File: src/common/vga_pkg.sv
package vga_pkg;

    // horizontal timing, 640x480 at 60 hz
    localparam int h_active = 640;
    localparam int h_front  = 16;
    localparam int h_sync   = 96;
    localparam int h_back   = 48;
    localparam int h_total  = h_active + h_front + h_sync + h_back;  // 800 clocks per line

    localparam int h_sync_start = h_active + h_front;  // first sync-low pixel
    localparam int h_sync_end   = h_sync_start + h_sync;  // first pixel of back porch

    // vertical timing, in lines
    localparam int v_active = 480;
    localparam int v_front  = 10;
    localparam int v_sync   = 2;
    localparam int v_back   = 33;
    localparam int v_total  = v_active + v_front + v_sync + v_back;  // 525 lines per frame

    localparam int v_sync_start = v_active + v_front;
    localparam int v_sync_end   = v_sync_start + v_sync;

    // tile grid and palette
    localparam int tile_px     = 16;  // tile edge in pixels
    localparam int tile_shift  = $clog2(tile_px);  // pixel to tile coordinate
    localparam int tiles_x     = 40;
    localparam int tiles_y     = 30;
    localparam int tile_count  = tiles_x * tiles_y;  // 1200 entries
    localparam int pal_entries = 16;

    // host controller states
    localparam logic [1:0] ctrl_idle  = 2'd0;
    localparam logic [1:0] ctrl_write = 2'd1;  // strobe cycle
    localparam logic [1:0] ctrl_ack   = 2'd2;  // ack held until req drops

    // one pixel clock of the raster
    typedef struct packed {
        logic [9:0] x;
        logic [9:0] y;
        logic       active;
        logic       hsync_n;  // active low
        logic       vsync_n;  // active low
    } beam_t;

    typedef struct packed {
        logic [3:0] r;
        logic [3:0] g;
        logic [3:0] b;
    } rgb_t;

    // payload when the command writes a tile
    typedef struct packed {
        logic [1:0] unused;
        logic [4:0] tile_y;
        logic [5:0] tile_x;
        logic [3:0] color_idx;
    } tile_cmd_t;

    // payload when the command writes a palette entry
    typedef struct packed {
        logic [3:0] pal_idx;
        rgb_t       color;
        logic       unused;
    } pal_cmd_t;

    // same 17 bits, two decodings picked by is_palette
    typedef union packed {
        tile_cmd_t tile;
        pal_cmd_t  pal;
    } cmd_payload_u;

    typedef struct packed {
        logic         is_palette;
        cmd_payload_u payload;
    } host_cmd_t;

    typedef struct packed {
        logic        en;    // single-cycle strobe
        logic [10:0] addr;  // tile_y * 40 + tile_x
        logic [3:0]  idx;
    } tile_wr_t;

    typedef struct packed {
        logic       en;
        logic [3:0] idx;
        rgb_t       color;
    } pal_wr_t;

    typedef struct packed {
        logic hsync_n;
        logic vsync_n;
        rgb_t rgb;
    } vga_out_t;

endpackage

File: src/design/vga_host_ctrl.sv
`timescale 1ns/1ps

// four-phase req/ack slave that turns host commands into memory write strobes
module vga_host_ctrl import vga_pkg::*; (
    input  logic      clk_25mhz,
    input  logic      rst,
    input  logic      req,
    input  host_cmd_t cmd,
    output logic      ack,
    output tile_wr_t  tile_wr,
    output pal_wr_t   pal_wr
);

    logic [1:0] state;
    host_cmd_t  cmd_q;     // command captured at accept
    tile_cmd_t  tile_view;
    pal_cmd_t   pal_view;
    logic       in_range;  // tile coordinates inside the 40x30 grid
    logic       wr_cycle;

    // handshake FSM
    // idle -> write on the first req high, write -> ack always,
    // ack -> idle once req is seen low
    always_ff @(posedge clk_25mhz) begin
        if (rst) begin
            state <= ctrl_idle;
        end else begin
            case (state)
                ctrl_idle: begin
                    if (req) begin
                        state <= ctrl_write;  // accept cycle
                    end
                end
                ctrl_write: begin
                    state <= ctrl_ack;  // strobe lasts one clock
                end
                ctrl_ack: begin
                    if (!req) begin
                        state <= ctrl_idle;
                    end
                end
                default: begin
                    state <= ctrl_idle;
                end
            endcase
        end
    end

    // command register, loaded only on accept
    always_ff @(posedge clk_25mhz) begin
        if ((state == ctrl_idle) && req) begin
            cmd_q <= cmd;
        end
    end

    assign ack      = (state == ctrl_ack);  // rises the cycle after the strobe
    assign wr_cycle = (state == ctrl_write);

    // both views of the same payload bits
    assign tile_view = cmd_q.payload.tile;
    assign pal_view  = cmd_q.payload.pal;

    // out of range tiles still get acked, they just write nothing
    assign in_range = (tile_view.tile_x < 6'(tiles_x)) && (tile_view.tile_y < 5'(tiles_y));

    // tile write, linear address y*40 + x
    assign tile_wr.en   = wr_cycle && !cmd_q.is_palette && in_range;
    assign tile_wr.addr = 11'(tile_view.tile_y) * 11'(tiles_x) + 11'(tile_view.tile_x);
    assign tile_wr.idx  = tile_view.color_idx;

    // palette write
    assign pal_wr.en    = wr_cycle && cmd_q.is_palette;
    assign pal_wr.idx   = pal_view.pal_idx;
    assign pal_wr.color = pal_view.color;

endmodule

File: config.mk
export PLATFORM = sky130hd
export DESIGN_NAME = vga_host_ctrl
export DESIGN_NICKNAME = d
export VERILOG_FILES = /design/src/common/vga_pkg.sv /design/src/design/vga_host_ctrl.sv
export SDC_FILE = /design/constraint.sdc
export NUM_CORES = 1
export LEC_CHECK = 0
export ABC_AREA = 1
export BUFFER_PORTS_ARGS = -buffer_cell sky130_fd_sc_hd__buf_4
export CORE_MARGIN = 3
export CORE_UTILIZATION = 46
export CTS_CLUSTER_DIAMETER = 60
export DETAILED_ROUTE_END_ITERATION = 16
export PLACE_DENSITY = 0.88
export SYNTH_ARGS = -nofsm -noshare
export SYNTH_HDL_FRONTEND = slang
export SYNTH_SLANG_ARGS = --single-unit
export TNS_END_PERCENT = 50
File: constraint.sdc
create_clock -name clk_25mhz -period 2.8 [get_ports clk_25mhz]
set_input_delay 0.42 -clock clk_25mhz [delete_from_list [all_inputs] [get_ports clk_25mhz]]
set_output_delay 0.42 -clock clk_25mhz [all_outputs]
set_load 0.02 [all_outputs]
==> results of run 1 <==
## worst paths after layout
check        slack [ns]                   start                     to
min                0.28                     rst  state[1]$_SDFFE_PP0P_
min reg2reg        0.48   state[1]$_SDFFE_PP0P_  state[0]$_SDFFE_PP0P_
max                0.13  pal_view[11]$_DFFE_PP_            tile_wr[13]
max reg2reg        1.55   state[0]$_SDFFE_PP0P_  pal_view[2]$_DFFE_PP_
## flip-flops by register name, summed over array words and instances (netlist names)
signal / flops
state: 2
cmd_q: 1
pal_view: 17
## logic make-up (layout without fill, tap and decap cells)
family,count (synthesis),in the layout,share of synthesized area (%)
buffers and inverters,40,80,19.50
and+or+nand+nor,38,38,14.14
DFF,20,20,47.88
adders and majority gates,11,11,12.59
xor gates and xnor gates,5,5,4.232
AOI/OAI and AO/OA,4,4,1.651
## cell type report
| class | count | area (sq um) |
|---|---|---|
| Fill cell | 185 | 765.7 |
| Sequential cell | 20 | 580.6 |
| Multi-Input combinational cell | 58 | 446.7 |
| Timing Repair Buffer | 59 | 442.9 |
| Inverter | 17 | 63.81 |
| Tap cell | 28 | 35.03 |
| Clock buffer | 4 | 26.28 |
## metrics by stage
stage	utilization (%)	power, uW	TNS (ns)	cell area, sq um	setup WS (ns)
global placement	63.22	653.9	0	1493	0.3875
global route	67.57	862.8	-0.002101	1595	-0.002101
detailed placement	63.22	664.8	0	1493	0.2756
finish	67.57	812.9	0	1595	0.1308
floorplan	-	568.1	0	1212	0.3518
CTS	65.29	800.3	0	1541	0.0005020
## power by group
| group | switching, uW | internal, uW |
|---|---|---|
| sequential | 12.3 | 349 |
| clock | 77.6 | 55.4 |
| combinational | 174 | 145 |
| total | 264 | 549 |
## synthesized netlist by cell type
| cell type | number | area [sq um] |
|---|---|---|
| buf_4 | 23 | 172.7 |
| nand2_1 | 20 | 75.07 |
| edfxtp_1 | 18 | 540.5 |
| inv_1 | 16 | 60.06 |
| ha_1 | 9 | 112.6 |
| nor2_1 | 6 | 22.52 |
| nand3_1 | 5 | 25.02 |
| a21oi_1 | 2 | 10.01 |
| dfxtp_1 | 2 | 40.04 |
| fa_1 | 2 | 40.04 |
| nand3_2 | 2 | 20.02 |
| nor3_1 | 2 | 10.01 |
| o21ai_0 | 2 | 10.01 |
| xnor2_1 | 2 | 17.52 |
| xor2_1 | 2 | 17.52 |
| inv_2 | 1 | 3.750 |
| nand4_1 | 1 | 6.260 |
| nor4_1 | 1 | 6.260 |
| or2_1 | 1 | 6.260 |
| xnor2_2 | 1 | 16.27 |
## per-layer routing
metal / wire, um / part of all wire [%] / vias to the layer above
li1: - / - / 440
met1: 797 / 35 / 385
met2: 1253 / 55 / 42
met3: 212 / 9.2 / 4
met4: 29 / 1.3 / 0
met5: 0 / 0 / -
## critical path, delay by kind of cell, from the launching register on
| family | cells | cell delay [ns] |
|---|---|---|
| xor gates and xnor gates | 1 | 0.19 |
| adders and majority gates | 3 | 0.85 |
| buffers and inverters | 3 | 0.24 |
| DFF | 1 | 0.45 |
| and+or+nand+nor | 3 | 0.22 |
## what timing repair did
action,in CTS,in global routing
gates resized for setup,0,7
setup buffers,3,1
hold buffers,0,0
pin swaps,1,5
endpoints found under the setup margin,3,3
## placed cells by master, fill, tap and decap left out, drive strengths merged
cell type and count:
a21oi 2, buf 59, clkbuf 4, dfxtp 2, edfxtp 18, fa 2, ha 9, inv 17
nand2 20, nand3 7, nand4 1, nor2 6, nor3 2, nor4 1, o21ai 2, or2 1
xnor2 3, xor2 2
==> results.py, run 1 <==
metrics = {
    "run_status": {
        "outcome": "finished clean",
    },
    "power": {
        "powerDensity_nw_per_um2": 509.6,
        "ir_worst_vdd_mv": 0.3589,
        "leakage_uw": 0.0007701,
    },
    "clock_network": {
        "cts-buffers-inserted": 3,
        "clockBufferDepth": 2,
        "cts_max_level": 1,
        "clock-sinks": 20,
        "cts_tree": "built",
        "worstSkewPairLatency_ns": 0.29,
        "cts.root.buffer_cell": "clkbuf_4",
        "clk_pin_slew_worst_paths_ns": 0.09,
    },
    "run": {
        "cap_violations": 0,
    },
    "timing": {
        "min_period_over_period_pct": 95.33,
        "whs_ns": 0.2838,
        "fmax_mhz": 374.6,
        "slew_violations": 0,
        "fin_crit_ns": 2.669,
        "maxSlewHeadroom_pct": 79.62,
        "hold_viol": 0,
        "skew_ns": 0.006350,
        "finalSetupViolations": 0,
        "tightestPinTransition_ns": 0.3040,
    },
    "placed_design": {
        "place_congestion": 0.7610,
        "hpwl_mm": 1.899,
        "dp_cells": 178,
        "io_buffers": 54,
    },
    "critical_path": {
        "worstSetupPathType": "reg2out",
        "critPathRequiredTime_ns": 2.38,
        "startpoint_type": "register",
        "reg2reg_depth": 2,
        "cp_cell_sequence": "ha_4, ha_4, inv_1, fa_2, xnor2_4, inv_2, nor2_1, nand2_1, nand2_1, buf_4",
        "worst_path_max_delay_cell": "edfxtp_1",
        "worstPathArrival_ns": 2.25,
        "crit_fanout": 3,
        "critPathCaptureType": "output pin",
        "critPathMaxStageDelay_ns": 0.45,
    },
    "detailed_routing": {
        "routed_wl_mm": 2.292,
        "wl_per_cell_um": 12.32,
        "vias": 871,
        "post-route-drc-count": 0,
        "vias_per_cell": 4.683,
        "drtAntennaViolNets": 0,
        "dr.pass1.iters": 4,
        "first_iter_violations": 19,
    },
    "logic_synthesis": {
        "seq_area_frac_synth_pct": 47.88,
        "avgSynthCellArea_sq_um": 10.27,
        "syn-num-nets": 150,
        "synth_warnings": 0,
        "syn-instance-count": 118,
        "yosysUniqueCellTypes": 20,
        "yosys_register_bits": 20,
        "netlist_area_sq_um": 1212,
    },
    "final_layout": {
        "synthToLayoutAreaGrowth_pct": 31.58,
        "drive_above_1_share_pct": 45.57,
        "antenna_cells": 0,
        "nets": 191,
        "instances_no_fill": 186,
    },
    "global_routing": {
        "top_usage_layer": "met2",
        "met3_usage_pct": 4.072,
        "grt-ovfl-total": 0,
        "grt_max_degree": 16,
        "grt_pass1_vias": 891,
        "grt_pass1_wl_mm": 3.546,
        "met2_usage_pct": 25.16,
        "grt_antenna_before_repair": 0,
        "use_met1_pct": 14.82,
        "grt_use_total_pct": 13.76,
    },
    "min_path": {
        "hold_depth": 2,
        "hold_class": "in2reg",
    },
    "floorplanning": {
        "start_util_pct": 51.35,
        "fp.dieArea_sq_um": 3288,
        "rows": 17,
        "io_pins": 55,
        "die-height_um": 57.34,
        "core_area_sq_um": 2361,
        "die_x_um": 57.34,
    },
}
Power figures use the tool's default switching activity.
==> inputs of run 2 (changes only) <==
Settings changed: BUFFER_PORTS_ARGS -buffer_cell sky130_fd_sc_hd__buf_4 to -buffer_cell sky130_fd_sc_hd__clkbuf_2.
Clock period 2.8 ns to 2.79 ns, I/O delays scaled along.
==> run 2 against run 1 <==
Sequential cell count unchanged; non-clock buffer count up 3; worst setup slack worse by 0.074 ns; clock skew down 0.0051 ns; critical path type unchanged.
==> results.py, run 2 (same netlist as run 1, synthesis figures left out) <==
metrics = {
    "run_status": {
        "outcome": "finished clean",
    },
    "min_path": {
        "hold_depth": 1,
        "hold_class": "in2reg",
    },
    "critical_path": {
        "r2r_slack_ns": 1.54,
        "reg2reg_depth": 2,
        "startpoint_type": "register",
        "worst_path_max_delay_cell": "edfxtp_1",
        "critPathRequiredTime_ns": 2.37,
        "critPathCaptureType": "output pin",
        "crit_fanout": 2,
        "cp_cell_sequence": "ha_4, ha_4, inv_2, fa_2, nor2_1, nand3_1, nor2_1, nand2_1, nand2_1, buf_4",
        "crit_buf_inv": 2,
        "critPathMaxStageDelay_ns": 0.47,
        "worstSetupPathType": "reg2out",
        "worstPathArrival_ns": 2.32,
        "crit_family": "adder cells",
        "crit_cells": 10,
    },
    "clock_network": {
        "cts_tree": "built",
        "cts.root.buffer_cell": "clkbuf_4",
        "cts_max_level": 1,
        "clock-sinks": 20,
        "worstSkewPairLatency_ns": 0.29,
        "clk_pin_slew_worst_paths_ns": 0.10,
        "cts-buffers-inserted": 3,
        "clockBufferDepth": 2,
    },
    "detailed_routing": {
        "dr.pass1.iters": 5,
        "vias": 918,
        "routed_wl_mm": 2.380,
        "vias_per_cell": 4.857,
        "post-route-drc-count": 0,
        "wl_per_cell_um": 12.59,
        "drtAntennaViolNets": 0,
        "first_iter_violations": 23,
    },
    "power": {
        "leakage_uw": 0.0007468,
        "ir_worst_vdd_mv": 0.3759,
        "powerDensity_nw_per_um2": 532.6,
    },
    "final_layout": {
        "nFillCells": 201,
        "fin_area_sq_um": 1466,
        "synthToLayoutAreaGrowth_pct": 20.95,
        "antenna_cells": 0,
        "layout_common_cells": "52 x clkbuf_2, 20 x nand2_1, 18 x edfxtp_1",
        "largest_reg_flops": 17,
        "layout.cells.most_common": "clkbuf_2",
        "drive_above_1_share_pct": 45.96,
        "nets": 194,
    },
    "floorplanning": {
        "die-height_um": 57.34,
        "io_pins": 55,
        "core_area_sq_um": 2361,
        "fp.dieArea_sq_um": 3288,
        "rows": 17,
        "die_x_um": 57.34,
        "start_util_pct": 51.35,
    },
    "global_routing": {
        "grt_pass1_vias": 920,
        "grt_antenna_before_repair": 0,
        "grt-ovfl-total": 0,
        "grt_max_degree": 16,
        "grt_pass1_wl_mm": 3.808,
        "grt_use_total_pct": 14.72,
    },
    "timing": {
        "whs_ns": 0.2904,
        "maxSlewHeadroom_pct": 79.70,
        "hold_viol": 0,
        "fmax_mhz": 365.8,
        "min_period_over_period_pct": 97.98,
        "tightestPinTransition_ns": 0.3028,
        "finalSetupViolations": 0,
        "slew_violations": 0,
        "skew_ns": 0.001289,
        "fin_crit_ns": 2.734,
    },
    "placed_design": {
        "place_congestion": 0.8098,
        "io_buffers": 54,
        "hpwl_mm": 1.849,
        "place_area_sq_um": 1358,
    },
    "run": {
        "cap_violations": 0,
    },
}
run 2: worst paths after layout:
check,start,to
min reg2reg,state[1]$_SDFFE_PP0P_,state[0]$_SDFFE_PP0P_
max,pal_view[13]$_DFFE_PP_,tile_wr[14]
max reg2reg,state[0]$_SDFFE_PP0P_,pal_view[1]$_DFFE_PP_
min,cmd[3],pal_view[3]$_DFFE_PP_
run 2: cell type report:
cell class	instances	area, sq um	share of cell area [%]
clock buffer	3	22.52	1.536
tap	28	35.03	2.389
timing repair buffer	62	332.8	22.70
multi-input combinational	58	427.9	29.18
sequential	20	580.6	39.59
inverter	17	63.81	4.352
clock inverter	1	3.754	0.2560
run 2: report_power, final:
group | switching, uW | total [uW] | internal (uW) | leakage [uW]
clock | 81.0 | 133 | 52.1 | 0.0000154
combinational | 174 | 285 | 111 | 0.000543
sequential | 12.7 | 363 | 350 | 0.000189
run 2: timing repair:
item / 4_1_cts / 5_1_grt
pin swaps: 1 / 5
setup buffers: 3 / 4
gates resized for setup: 2 / 6
endpoints found under the setup margin: 3 / 3
hold buffers: 0 / 0
run 2: metal layers:
metal | up-vias | GRT usage [%] | wire length (um)
li1 | 444 | - | -
met1 | 415 | 14.00 | 780
met2 | 50 | 27.10 | 1283
met3 | 9 | 5.204 | 239
met4 | 0 | 7.947 | 77
met5 | - | 0 | 0
run 2: per-stage QoR:
step | power, uW | utilization [%] | setup TNS, ns | setup WS (ns) | std cells
after floorplan | 570.2 | - | 0 | 0.3433 | 118
after global placement | 618.0 | 57.50 | 0 | 0.3524 | 178
after detailed placement | 630.7 | 57.50 | 0 | 0.2239 | 178
after CTS | 768.5 | 59.78 | 0 | 0.01434 | 185
after global routing | 824.2 | 62.11 | -0.03804 | -0.02506 | 189
final | 781.0 | 62.11 | 0 | 0.05649 | 189
==> inputs of run 3 (changes only) <==
Clock period 2.79 ns to 2.7 ns, I/O delays scaled along.
==> run 3 against run 2 <==
The flow now finishes with violations (setup timing); sequential share of layout area down 0.47 points; clock power is 3% higher; via count down 1.5%; critical path depth is the same; hold slack worse by 0.016 ns; critical path type unchanged.
==> results.py, run 3 (same netlist as run 1, synthesis figures left out) <==
metrics = {
    "min_path": {
        "hp-start": "rst",
        "hold_class": "in2reg",
    },
    "power": {
        "ir_worst_vdd_mv": 0.3496,
        "powerDensity_nw_per_um2": 544.1,
        "leakage_uw": 0.0007662,
        "p_total_uw": 807.4,
    },
    "floorplanning": {
        "core_area_sq_um": 2361,
        "fp.dieArea_sq_um": 3288,
        "die-height_um": 57.34,
        "start_util_pct": 51.35,
        "die_x_um": 57.34,
        "io_pins": 55,
        "rows": 17,
    },
    "placed_design": {
        "dp_cells": 179,
        "place_congestion": 0.8057,
        "io_buffers": 54,
        "hpwl_mm": 1.960,
        "place_area_sq_um": 1365,
    },
    "critical_path": {
        "worstSetupPathType": "reg2out",
        "startpoint_type": "register",
        "crit_start": "pal_view[11]$_DFFE_PP_",
        "r2r_slack_ns": 1.44,
        "critPathMaxStageDelay_ns": 0.43,
        "reg2reg_depth": 2,
        "crit_fanout": 2,
        "crit_family": "adder cells",
        "worstPathArrival_ns": 2.31,
        "r2r_start": "state[0]$_SDFFE_PP0P_",
        "crit_end": "tile_wr[14]",
        "rr_endpoint": "pal_view[5]$_DFFE_PP_",
        "crit_buf_inv": 2,
        "critPathRequiredTime_ns": 2.30,
        "critPathCaptureType": "output pin",
        "cp_cell_sequence": "ha_1, ha_2, inv_2, fa_2, nor2_1, nand3_1, nor2_1, nand2_1, nand2_1, clkbuf_8",
        "crit_cells": 10,
        "worst_path_max_delay_cell": "edfxtp_1",
    },
    "timing": {
        "finalSetupViolations": 1,
        "rsz0062_at_grt": "yes",
        "slew_violations": 0,
        "fin_crit_ns": 2.711,
        "tightestPinTransition_ns": 0.3118,
        "setup_tns_ns": -0.01100,
        "hold_viol": 0,
        "maxSlewHeadroom_pct": 79.10,
        "skew_ns": 0.002375,
        "min_period_over_period_pct": 100.4,
        "fmax_mhz": 368.9,
        "layout_setup_ws_ns": -0.01100,
    },
    "detailed_routing": {
        "drtAntennaViolNets": 0,
        "vias_per_cell": 4.708,
        "first_iter_violations": 11,
        "dr.pass1.iters": 4,
        "routed_wl_mm": 2.444,
        "wl_per_cell_um": 12.73,
        "vias": 904,
        "post-route-drc-count": 0,
    },
    "run_status": {
        "outcome": "finished, violations left",
        "violations": "setup timing",
    },
    "global_routing": {
        "grt-ovfl-total": 0,
        "grt_max_degree": 16,
        "grt_use_total_pct": 15.54,
        "grt_antenna_before_repair": 0,
        "grt_pass1_wl_mm": 3.933,
        "grt_pass1_vias": 965,
    },
    "final_layout": {
        "nFillCells": 200,
        "layout_common_cells": "51 x clkbuf_2, 20 x nand2_1, 18 x edfxtp_1",
        "synthToLayoutAreaGrowth_pct": 22.39,
        "drive_above_1_share_pct": 46.34,
        "layout.cells.most_common": "clkbuf_2",
        "seqCellArea_sq_um": 580.6,
        "largest_reg_flops": 17,
        "fin_area_sq_um": 1484,
        "nets": 197,
        "antenna_cells": 0,
        "instances_no_fill": 192,
        "multi_input_area_sq_um": 405.4,
    },
    "clock_network": {
        "clockBufferDepth": 2,
        "clk_pin_slew_worst_paths_ns": 0.10,
        "cts_max_level": 1,
        "cts-buffers-inserted": 3,
        "clock-sinks": 20,
        "worstSkewPairLatency_ns": 0.30,
        "cts_tree": "built",
        "hold_buffers": 0,
        "cts.root.buffer_cell": "clkbuf_4",
    },
    "run": {
        "cap_violations": 0,
    },
}
## run 3: timing repair
action,CTS,global route
setup buffers,4,5
resized for setup,8,1
hold endpoints to repair,0,0
setup endpoints to repair,4,4
pin swaps,10,5
## run 3: how the worst min path moves through the flow
stage,end,slack [ns],cells after the start
after floorplan,state[0]$_SDFFE_PP0P_,0.42,1
after global placement,state[0]$_SDFFE_PP0P_,0.44,1
after detailed placement,state[0]$_SDFFE_PP0P_,0.48,1
after CTS,cmd_q[17]$_DFFE_PP_,0.26,1
after global routing,pal_view[14]$_DFFE_PP_,0.24,1
final,state[1]$_SDFFE_PP0P_,0.27,2
## run 3: area by class of cell
type | instances | area share, %
tap | 28 | 2.361
timing repair buffer | 65 | 25.13
clock inverter | 1 | 0.2530
multi-input combinational | 58 | 27.32
sequential | 20 | 39.12
inverter | 17 | 4.300
clock buffer | 3 | 1.518
## run 3: metal layers
layer / up-vias / routed length [um] / GRT usage (%)
met5: - / 0 / 0
met4: 0 / 91 / 8.609
met1: 400 / 834 / 14.49
met2: 44 / 1325 / 29.68
met3: 9 / 192 / 4.299
li1: 451 / - / -
## run 3: where the power goes
| group | total [uW] | switching, uW | internal, uW |
|---|---|---|---|
| clock | 137 | 82.7 | 53.9 |
| sequential | 374 | 12.3 | 362 |
| combinational | 296 | 179 | 118 |
| total | 807 | 274 | 534 |
## run 3: metrics by stage
| step | hold slack (ns) | setup slack (ns) | util, % |
|---|---|---|---|
| global route | 0.2449 | -0.1252 | 62.85 |
| global placement | 0.4448 | 0.2769 | 57.82 |
| CTS | 0.2620 | -0.03117 | 61.26 |
| floorplan | 0.4185 | 0.2668 | - |
| detailed placement | 0.4784 | 0.1633 | 57.82 |
| finish | 0.2743 | -0.01100 | 62.85 |
